File: src/hw/rv_core_cfg.svh
`ifndef RV_CORE_CFG_SVH
`define RV_CORE_CFG_SVH

// Data path width, fixed by RV32I
`define RV_XLEN 32

// Architectural registers, x0 included
`define RV_NUM_REGS 32

// First fetch address after reset
`define RV_RESET_PC 32'h0000_0000

// Hold the PC while an ECALL sits in fetch
`define RV_HALT_FREEZE 1

`endif

File: src/hw/rv_pkg.sv
`include "rv_core_cfg.svh"

package rv_pkg;

  typedef logic [`RV_XLEN-1:0]              word_t;
  typedef logic [$clog2(`RV_NUM_REGS)-1:0]  reg_idx_t;
  typedef logic [`RV_XLEN/8-1:0]            byte_en_t;  // One bit per byte lane
  typedef logic [2:0]                       funct3_t;

  // Major opcodes, insn[6:0]
  typedef enum logic [6:0] {
    OP_LOAD     = 7'b00_000_11,
    OP_STORE    = 7'b01_000_11,
    OP_BRANCH   = 7'b11_000_11,
    OP_JALR     = 7'b11_001_11,
    OP_MISC_MEM = 7'b00_011_11,
    OP_JAL      = 7'b11_011_11,
    OP_IMM      = 7'b00_100_11,
    OP_REG      = 7'b01_100_11,
    OP_SYSTEM   = 7'b11_100_11,
    OP_AUIPC    = 7'b00_101_11,
    OP_LUI      = 7'b01_101_11
  } opcode_e;

  typedef enum logic [3:0] {
    ALU_ADD,
    ALU_SUB,
    ALU_SLL,
    ALU_SLT,
    ALU_SLTU,
    ALU_XOR,
    ALU_SRL,
    ALU_SRA,
    ALU_OR,
    ALU_AND,
    ALU_PASS_B  // LUI
  } alu_op_e;

  // Register writeback source
  typedef enum logic [1:0] {
    WB_ALU,
    WB_LOAD,
    WB_PC4
  } wb_sel_e;

endpackage

File: src/hw/rv_regfile.sv
`timescale 1ns/100ps

`include "rv_core_cfg.svh"

module rv_regfile (
  input  logic             clk,
  input  logic             rst,
  input  logic             we,
  input  rv_pkg::reg_idx_t rs1,
  input  rv_pkg::reg_idx_t rs2,
  input  rv_pkg::reg_idx_t rd,
  input  rv_pkg::word_t    rd_data,
  output rv_pkg::word_t    rs1_data,
  output rv_pkg::word_t    rs2_data
);
  import rv_pkg::*;

  word_t regs [1:`RV_NUM_REGS-1]; // x0 has no storage

  always_ff @(posedge clk) begin
    if (rst) begin
      for (int i = 1; i < `RV_NUM_REGS; i++) begin
        regs[i] <= '0;
      end
    end else if (we && rd != '0) begin
      regs[rd] <= rd_data;
    end
  end

  // Combinational reads, x0 reads as zero
  assign rs1_data = (rs1 == '0) ? '0 : regs[rs1];
  assign rs2_data = (rs2 == '0) ? '0 : regs[rs2];

  // Written value reads back on the next cycle and x0 stays zero
  assert property (@(posedge clk) disable iff (rst)
    we |=> (rs1 != $past(rd) ||
            rs1_data == (($past(rd) == '0) ? word_t'(0) : $past(rd_data))))
    else $error("Register read back differs from the last write");

endmodule

File: src/hw/rv_decoder.sv
`timescale 1ns/100ps

module rv_decoder (
  input  rv_pkg::word_t    insn,
  output rv_pkg::reg_idx_t rs1,
  output rv_pkg::reg_idx_t rs2,
  output rv_pkg::reg_idx_t rd,
  output rv_pkg::word_t    imm,
  output rv_pkg::funct3_t  funct3,
  output rv_pkg::alu_op_e  alu_op,
  output logic             src_a_pc,
  output logic             src_b_imm,
  output logic             reg_we,
  output logic             mem_read,
  output logic             mem_write,
  output logic             is_branch,
  output logic             is_jal,
  output logic             is_jalr,
  output logic             is_ecall,
  output rv_pkg::wb_sel_e  wb_sel
);
  import rv_pkg::*;

  opcode_e opcode;
  logic    alt_op;   // insn[30], picks SUB and SRA
  word_t   imm_i;
  word_t   imm_s;
  word_t   imm_b;
  word_t   imm_j;
  word_t   imm_u;
  alu_op_e funct_op; // Operation named by funct3/funct7

  assign opcode = opcode_e'(insn[6:0]);
  assign rd     = insn[11:7];
  assign funct3 = insn[14:12];
  assign rs1    = insn[19:15];
  assign rs2    = insn[24:20];
  assign alt_op = insn[30];

  // Sign-extended immediates for every format
  assign imm_i = {{20{insn[31]}}, insn[31:20]};
  assign imm_s = {{20{insn[31]}}, insn[31:25], insn[11:7]};
  assign imm_b = {{19{insn[31]}}, insn[31], insn[7], insn[30:25], insn[11:8], 1'b0};
  assign imm_j = {{11{insn[31]}}, insn[31], insn[19:12], insn[20], insn[30:21], 1'b0};
  assign imm_u = {insn[31:12], 12'b0};

  always_comb begin
    case (funct3)
      3'b000:  funct_op = (opcode == OP_REG && alt_op) ? ALU_SUB : ALU_ADD; // No SUBI
      3'b001:  funct_op = ALU_SLL;
      3'b010:  funct_op = ALU_SLT;
      3'b011:  funct_op = ALU_SLTU;
      3'b100:  funct_op = ALU_XOR;
      3'b101:  funct_op = alt_op ? ALU_SRA : ALU_SRL;
      3'b110:  funct_op = ALU_OR;
      default: funct_op = ALU_AND;
    endcase
  end

  always_comb begin
    imm       = imm_i;
    alu_op    = ALU_ADD;
    src_a_pc  = 1'b0;
    src_b_imm = 1'b0;
    reg_we    = 1'b0;
    mem_read  = 1'b0;
    mem_write = 1'b0;
    is_branch = 1'b0;
    is_jal    = 1'b0;
    is_jalr   = 1'b0;
    is_ecall  = 1'b0;
    wb_sel    = WB_ALU;
    case (opcode)
      OP_LUI: begin
        imm       = imm_u;
        alu_op    = ALU_PASS_B;
        src_b_imm = 1'b1;
        reg_we    = 1'b1;
      end
      OP_AUIPC: begin
        imm       = imm_u;
        src_a_pc  = 1'b1;
        src_b_imm = 1'b1;
        reg_we    = 1'b1;
      end
      OP_JAL: begin
        imm    = imm_j;
        is_jal = 1'b1;
        reg_we = 1'b1;
        wb_sel = WB_PC4;
      end
      OP_JALR: begin
        // ALU adds rs1 + imm for the target
        src_b_imm = 1'b1;
        is_jalr   = 1'b1;
        reg_we    = 1'b1;
        wb_sel    = WB_PC4;
      end
      OP_BRANCH: begin
        imm       = imm_b;
        is_branch = 1'b1;
      end
      OP_LOAD: begin
        mem_read = 1'b1;
        reg_we   = 1'b1;
        wb_sel   = WB_LOAD;
      end
      OP_STORE: begin
        imm       = imm_s;
        mem_write = 1'b1;
      end
      OP_IMM: begin
        alu_op    = funct_op;
        src_b_imm = 1'b1;
        reg_we    = 1'b1;
      end
      OP_REG: begin
        alu_op = funct_op;
        reg_we = 1'b1;
      end
      OP_SYSTEM: is_ecall = (insn[31:7] == '0);
      default: ; // FENCE and unknown opcodes retire as no-ops
    endcase
  end

endmodule

File: src/hw/rv_alu.sv
`timescale 1ns/100ps

module rv_alu (
  input  rv_pkg::alu_op_e op,
  input  rv_pkg::word_t   a,
  input  rv_pkg::word_t   b,
  input  rv_pkg::word_t   rs1_data,
  input  rv_pkg::word_t   rs2_data,
  input  rv_pkg::funct3_t funct3,
  output rv_pkg::word_t   result,
  output logic            branch_cond
);
  import rv_pkg::*;

  logic [4:0] shamt;

  assign shamt = b[4:0]; // Upper bits of b ignored for shifts

  always_comb begin
    case (op)
      ALU_ADD:    result = a + b;
      ALU_SUB:    result = a - b;
      ALU_SLL:    result = a << shamt;
      ALU_SLT:    result = word_t'($signed(a) < $signed(b));
      ALU_SLTU:   result = word_t'(a < b);
      ALU_XOR:    result = a ^ b;
      ALU_SRL:    result = a >> shamt;
      ALU_SRA:    result = word_t'($signed(a) >>> shamt);
      ALU_OR:     result = a | b;
      ALU_AND:    result = a & b;
      ALU_PASS_B: result = b;
      default:    result = '0;
    endcase
  end

  // Branch relation on the raw register values
  always_comb begin
    case (funct3)
      3'b000:  branch_cond = (rs1_data == rs2_data);                  // BEQ
      3'b001:  branch_cond = (rs1_data != rs2_data);                  // BNE
      3'b100:  branch_cond = ($signed(rs1_data) < $signed(rs2_data));  // BLT
      3'b101:  branch_cond = ($signed(rs1_data) >= $signed(rs2_data)); // BGE
      3'b110:  branch_cond = (rs1_data < rs2_data);                   // BLTU
      3'b111:  branch_cond = (rs1_data >= rs2_data);                  // BGEU
      default: branch_cond = 1'b0;
    endcase
  end

endmodule

File: src/hw/rv_lsu.sv
`timescale 1ns/100ps

module rv_lsu (
  input  rv_pkg::word_t    base,
  input  rv_pkg::word_t    offset,
  input  rv_pkg::word_t    store_src,
  input  rv_pkg::word_t    dmem_rdata,
  input  rv_pkg::funct3_t  funct3,
  input  logic             mem_write,
  input  logic             mem_read,
  output rv_pkg::word_t    dmem_addr,
  output rv_pkg::word_t    dmem_wdata,
  output rv_pkg::word_t    load_data,
  output rv_pkg::byte_en_t dmem_be
);
  import rv_pkg::*;

  word_t       addr;
  logic [1:0]  lane;    // Byte offset within the word
  logic [7:0]  ld_byte;
  logic [15:0] ld_half;

  assign addr      = base + offset;
  assign lane      = addr[1:0];
  assign dmem_addr = {addr[31:2], 2'b00};

  // Stores replicate the data into every lane, enables pick the target
  always_comb begin
    case (funct3[1:0])
      2'b00: begin
        dmem_wdata = {4{store_src[7:0]}};
        dmem_be    = 4'b0001 << lane;
      end
      2'b01: begin
        dmem_wdata = {2{store_src[15:0]}};
        dmem_be    = lane[1] ? 4'b1100 : 4'b0011;
      end
      default: begin
        dmem_wdata = store_src;
        dmem_be    = 4'b1111;
      end
    endcase
    if (!mem_write) begin
      dmem_be = '0;
    end
  end

  always_comb begin
    ld_byte = dmem_rdata[{lane, 3'b000} +: 8];
    ld_half = lane[1] ? dmem_rdata[31:16] : dmem_rdata[15:0];
    case (funct3)
      3'b000:  load_data = {{24{ld_byte[7]}}, ld_byte};  // LB
      3'b001:  load_data = {{16{ld_half[15]}}, ld_half}; // LH
      3'b100:  load_data = {24'b0, ld_byte};             // LBU
      3'b101:  load_data = {16'b0, ld_half};             // LHU
      default: load_data = dmem_rdata;
    endcase
    if (!mem_read) begin
      load_data = '0;
    end
  end

endmodule

File: src/hw/rv_core.sv
`timescale 1ns/100ps

`include "rv_core_cfg.svh"

module rv_core (
  input  logic             clk,
  input  logic             rst,
  input  rv_pkg::word_t    imem_data,
  input  rv_pkg::word_t    dmem_rdata,
  output rv_pkg::word_t    imem_addr,
  output rv_pkg::word_t    dmem_addr,
  output rv_pkg::word_t    dmem_wdata,
  output rv_pkg::byte_en_t dmem_be,
  output logic             halt
);
  import rv_pkg::*;

  word_t    pc;
  word_t    pc_next;
  word_t    pc_plus4;
  word_t    pc_target; // Branch and JAL destination
  reg_idx_t rs1;
  reg_idx_t rs2;
  reg_idx_t rd;
  word_t    imm;
  funct3_t  funct3;
  alu_op_e  alu_op;
  wb_sel_e  wb_sel;
  logic     src_a_pc;
  logic     src_b_imm;
  logic     reg_we;
  logic     mem_read;
  logic     mem_write;
  logic     is_branch;
  logic     is_jal;
  logic     is_jalr;
  logic     is_ecall;
  logic     branch_cond;
  logic     rf_we;
  logic     store_en;
  word_t    rs1_data;
  word_t    rs2_data;
  word_t    alu_a;
  word_t    alu_b;
  word_t    alu_result;
  word_t    load_data;
  word_t    rd_data;

  assign halt      = is_ecall && !rst;
  assign rf_we     = reg_we && !halt && !rst;
  assign store_en  = mem_write && !halt && !rst;
  assign imem_addr = rst ? `RV_RESET_PC : pc; // Reset PC visible while rst is high

  assign pc_plus4  = pc + 32'd4;
  assign pc_target = pc + imm;

  always_comb begin
    if (halt && (`RV_HALT_FREEZE != 0)) begin
      pc_next = pc;
    end else if (is_jalr) begin
      pc_next = {alu_result[31:1], 1'b0};
    end else if (is_jal || (is_branch && branch_cond)) begin
      pc_next = pc_target;
    end else begin
      pc_next = pc_plus4;
    end
  end

  always_ff @(posedge clk) begin
    if (rst) begin
      pc <= `RV_RESET_PC;
    end else begin
      pc <= pc_next;
    end
  end

  assign alu_a = src_a_pc ? pc : rs1_data;  // AUIPC uses the PC
  assign alu_b = src_b_imm ? imm : rs2_data;

  always_comb begin
    case (wb_sel)
      WB_LOAD: rd_data = load_data;
      WB_PC4:  rd_data = pc_plus4;  // Link address
      default: rd_data = alu_result;
    endcase
  end

  rv_decoder u_decoder (
    .insn      (imem_data),
    .rs1       (rs1),
    .rs2       (rs2),
    .rd        (rd),
    .imm       (imm),
    .funct3    (funct3),
    .alu_op    (alu_op),
    .src_a_pc  (src_a_pc),
    .src_b_imm (src_b_imm),
    .reg_we    (reg_we),
    .mem_read  (mem_read),
    .mem_write (mem_write),
    .is_branch (is_branch),
    .is_jal    (is_jal),
    .is_jalr   (is_jalr),
    .is_ecall  (is_ecall),
    .wb_sel    (wb_sel)
  );

  rv_regfile u_regfile (
    .clk      (clk),
    .rst      (rst),
    .we       (rf_we),
    .rs1      (rs1),
    .rs2      (rs2),
    .rd       (rd),
    .rd_data  (rd_data),
    .rs1_data (rs1_data),
    .rs2_data (rs2_data)
  );

  rv_alu u_alu (
    .op          (alu_op),
    .a           (alu_a),
    .b           (alu_b),
    .rs1_data    (rs1_data),
    .rs2_data    (rs2_data),
    .funct3      (funct3),
    .result      (alu_result),
    .branch_cond (branch_cond)
  );

  rv_lsu u_lsu (
    .base       (rs1_data),
    .offset     (imm),
    .store_src  (rs2_data),
    .dmem_rdata (dmem_rdata),
    .funct3     (funct3),
    .mem_write  (store_en),
    .mem_read   (mem_read),
    .dmem_addr  (dmem_addr),
    .dmem_wdata (dmem_wdata),
    .load_data  (load_data),
    .dmem_be    (dmem_be)
  );

  // Jump and branch targets never break word alignment
  assert property (@(posedge clk) disable iff (rst) pc[1:0] == 2'b00)
    else $error("PC misaligned: %h", pc);

endmodule

File: config.mk
export PLATFORM = sky130hd
export DESIGN_NAME = rv_core
export DESIGN_NICKNAME = d
export VERILOG_FILES = /design/src/hw/rv_pkg.sv /design/src/hw/rv_regfile.sv /design/src/hw/rv_decoder.sv /design/src/hw/rv_alu.sv /design/src/hw/rv_lsu.sv /design/src/hw/rv_core.sv
export VERILOG_INCLUDE_DIRS = /design/src /design/src/hw
export SDC_FILE = /design/constraint.sdc
export NUM_CORES = 2
export LEC_CHECK = 0
export BUFFER_PORTS_ARGS = -buffer_cell sky130_fd_sc_hd__buf_2
export CORE_AREA = 3 3 385 387
export DETAILED_ROUTE_END_ITERATION = 8
export DIE_AREA = 0 0 388 390
export PLACE_DENSITY = 0.71
export SYNTH_ARGS = -nofsm -noshare
export SYNTH_HDL_FRONTEND = slang
export SYNTH_SLANG_ARGS = --single-unit
File: constraint.sdc
create_clock -name clk -period 9.85 [get_ports clk]
set_input_delay 0.4925 -clock clk [delete_from_list [all_inputs] [get_ports clk]]
set_output_delay 0.4925 -clock clk [all_outputs]
set_load 0.02 [all_outputs]
==> results.txt <==
----------------------------------------------------
[Cells and area]
  Final-stage net count ... slightly above 7000
  Fill cell total of the finished layout ... about 12000
  Storage element area ... 31390 sq um
  Area delta synth->final ... 9.594%
  Multi-input combinational cell area ... between 30000 and 40000 sq um
  Design Area, Final ... ~80000 sq um
  Fraction of final layout cells with drive strength greater than 1 ... 0.1669

[Critical path]
  CP startpoint kind ... input port
  Reg-to-reg critical path endpoint ... u_regfile.regs[21][13]
  Crit-path max FO ... 62
  Required arrival time at the worst endpoint ... slightly above 10000 ps
  Largest stage delay on the critical path ... 1200 ps
  Type of element capturing the critical path ... flip-flop
  Beginning of the worst register-to-register path ... u_regfile.regs[5][4]
  Data arrival time of the critical path ... 9060 ps
  Reg2Reg Setup Slack ... between 1500 and 2000 ps
  Crit path kind ... input port to flip-flop
  Slowest cell on crit path ... a2111oi_1
  CP top delay family ... compound AO/OA/AOI/OAI gates
  CP bufs+invs ... 5
  Cell repeated most along the worst path ... buf_4
  Worst reg-to-reg path cell count ... 21
  CP cell instances ... buf_8, buf_4, mux4_2, mux4_2, and3_1, a21oi_4, a21o_2, buf_4, inv_2, ha_1, nor2_1, o31ai_1, a221o_1, a21boi_0, o21ai_0, a221o_1, o21ai_0, o2111ai_1, a2111oi_1, nand2_1, nand2_1, buf_4, nor2_1

[Route]
  Wire length after detailed routing ... between 300000 and 400000 um
  Post-route antenna net violation count ... 0
  Detailed-router iteration count before antenna repair ... 8
  Average via count per standard cell ... between 7 and 8
  Remaining routing DRC violations ... 0
  Average routed wire per standard cell ... 39.23 um
  Via count ... ~66000
  Number of DRC violations after detailed-routing iteration 0 ... between 10000 and 15000

[Floorplan]
  Horiz. Die Dim ... 388 um
  Effective utilization at floorplan ... 0.4974
  FP Rows ... 140
  Top Ports ... between 150 and 200
  Total core area ... roughly 150000 sq um
  Die area ... roughly 150000 sq um
  Die height ... just under 400 um

[STA]
  Transition time at the pin with the least slew margin ... ~1700 ps
  Final Hold Fails ... 0
  Maximum frequency from static timing analysis ... between 100 and 150 MHz
  Worst path setup slack after routing ... 1256 ps
  Final-layout worst hold slack ... roughly 270 ps
  Final setup violation count ... 0
  Setup repair after global routing missed its margin ... false
  Final worst-path cycle share ... 0.8725
  Final Max Tran Viols ... 3
  Setup_tns ... 0 ps
  Setup clock skew after layout ... between 60 and 70 ps
  Worst slew margin ... -0.1200
  Crit path time final ... 8594 ps

[Logic synthesis]
  Sequential fraction of the synthesis area ... 0.4346
  Async set or reset register ratio after synthesis ... 0
  Area of the mapped netlist ... 72230 sq um
  Largest cells by area after synthesis ... edfxtp_1 (43%), mux2i_1 (9.3%), mux4_2 (8.9%)
  Number of enable flip-flop cells after synthesis ... between 1000 and 1500
  Synth cell types ... around 120
  Top cell type's share of synthesized area ... 0.4257
  Synthesized area divided by synthesized cell count ... ~10 sq um
  Yosys warns ... 0
  Cell taking the most area after synthesis ... edfxtp_1
  Prevailing post-synth register cell ... edfxtp_1
  Syn Inst Count ... ~6900
  Number of synthesized register bits ... 1056

[Clocking]
  Clock tree buffer depth ... 3
  Clk root buf ... clkbuf_16
  Post-CTS Hold Fix Bufs ... 0
  Clock insertion delay at the later pin of the skew report ... around 800 ps
  H-tree depth reported by CTS ... 3
  Count of cells resized by post-cts repair ... 0
  Clock tree from TritonCTS ... yes
  Clock sink total ... between 1000 and 1500
  Number of buffers created by CTS ... 110
  Clock transition time at the flip-flop clock pins of the worst setup and hold paths ... 70 ps
  Number of buffers added for setup after CTS ... 0

[Min path]
  Min-Delay Path Depth ... 4
  Worst min path class ... input port to flip-flop
  Hold Startpoint ... imem_data[3]
  Worst hold endpoint ... pc[10]

[Global route]
  Pin count of the biggest net entering global routing ... 85
  Overall overflow remaining after global route ... 0
  Vias in the first global route ... 61589
  Combined global-route utilization of all metal layers ... 0.4519
  Antenna violations before repair ... 33
  First-pass GRT wire length ... approximately 480000 um

[Placement]
  Number of I/O port buffers ... approximately 160
  Pre-CTS worst setup slack ... between 900 and 1000 ps
  GP Congestion ... 1.142
  DP Wirelength ... 239100 um
  Post-place instance area ... between 70000 and 80000 sq um

[Pwr]
  Share of total power in sequential cells ... 0.348
  Total power of the final layout ... 0.01507 W
  Power density normalized to cell area ... around 190 nW/um^2
  Max IR drop VDD ... around 0.00021 V
  Combinational group share of total power ... 0.363
  Switching Power ... between 0.005 and 0.006 W
  Switching power share of the total ... 0.3960
  Static leakage ... ~31 nW
  Clock share of power ... 0.289
  Cell-internal power ... between 0.009 and 0.01 W

[Status]
  Status ... finished, violations left
  Violations in the final reports ... max-capacitance violations, max-slew violations

[Flow run]
  Max-capacitance violation count ... 4

----------------------------------------------------
final cells by class:
cell class | count | area share
Clock inverter | 73 | 0.01086
Antenna cell | 26 | 0.0008220
Timing Repair Buffer | 464 | 0.04312
Sequential cell | 1056 | 0.3966
Clock buffer | 132 | 0.03582
Inverter | 178 | 0.008520
Multi-Input combinational cell | 5079 | 0.4740
Tap cell | 1917 | 0.03030
layer usage:
layer  global-route usage  vias up  wire length [um]  share of wire
met3               0.1717     1677             52710           0.15
met2               0.6599     6406            146700           0.42
met1               0.5261    31802            112400           0.32
met4               0.3781       30             38030           0.11
li1                     -    25707                 -              -
met5              0.01053        -               266        0.00076
through the flow:
step / utilization / cells
finish: 0.5451 / 8925
global route: 0.5447 / 8905
CTS: 0.5443 / 8897
detailed placement: 0.5189 / 8692
global placement: 0.5189 / 8692
floorplan: - / 6922
worst reg2reg max path: cells and delay by family (launching register included):
kind,cells,cell delay (ps)
AO/OA/AOI/OAI,10,4040
AND/OR/NAND/NOR,5,940
multiplexers,2,1110
flip-flops,1,430
buffers and inverters,3,920
adder cells (fa/ha/maj),1,310
worst max-delay path by stage:
stage	startpoint	to	slack, ps	depth (start not counted)
2_1_floorplan	imem_data[20]	u_regfile.regs[18][30]	2990	29
6_report	imem_data[21]	u_regfile.regs[21][13]	1260	23
5_1_grt	imem_data[20]	pc[12]	1440	22
4_1_cts	imem_data[20]	pc[12]	1770	22
3_3_place_gp	imem_data[20]	pc[12]	830	22
3_5_place_dp	imem_data[20]	pc[12]	990	22
synth_stat cells, drive strengths merged (30+ instances only):
library cell	number
a31oi	37
a21oi	382
o221ai	49
a22oi	228
dfxtp	32
o22ai	69
mux2i	675
o21ai	247
nor4	53
mux4	286
nor3	86
clkbuf	279
and3	36
a211oi	41
nand2	384
inv	174
o31ai	30
nor2b	56
xnor2	80
o21a	35
nand3	81
mux2	51
nor2	1307
ha	194
buf	330
nand2b	68
and2	93
o211ai	39
edfxtp	1024
a31o	35
a21o	72
registers in the layout, indices dropped and copies added (netlist names):
name,count
u_regfile.regs,1024
pc,32
cell families (layout without fill, tap and decap cells):
logic type	Yosys count	in the layout	share of synthesized area
compound gates	1476	1476	0.1379
xor+xnor	105	105	0.01273
fa+ha+maj	198	198	0.03472
buf+inv	787	847	0.05237
flops	1056	1056	0.4346
mux	1012	1012	0.1908
other cells	1	60	0.00005192
simple gates	2254	2254	0.1369
power groups by stage:
stage	clock network (W)	logic, W	registers [W]
finish	0.00436	0.00547	0.00524
CTS	0.00434	0.00511	0.00523
detailed placement	0	0.00509	0.00532
floorplan	0	0.00309	0.00528
global route	0.00451	0.00553	0.00525
global placement	0	0.00509	0.00530
layout by cell type (no fill, tap or decap), types with 158 or more instances in the layout:
cell,Yosys,routed
nand2_1,382,366
buf_2,183,158
ha_1,194,194
mux2i_1,673,671
edfxtp_1,1024,1024
inv_1,158,158
nor2_1,1292,1289
mux4_2,286,286
o21ai_0,220,218
a22oi_1,228,228
a21oi_1,377,374
buf_4,73,278
Power figures use the tool's default switching activity.
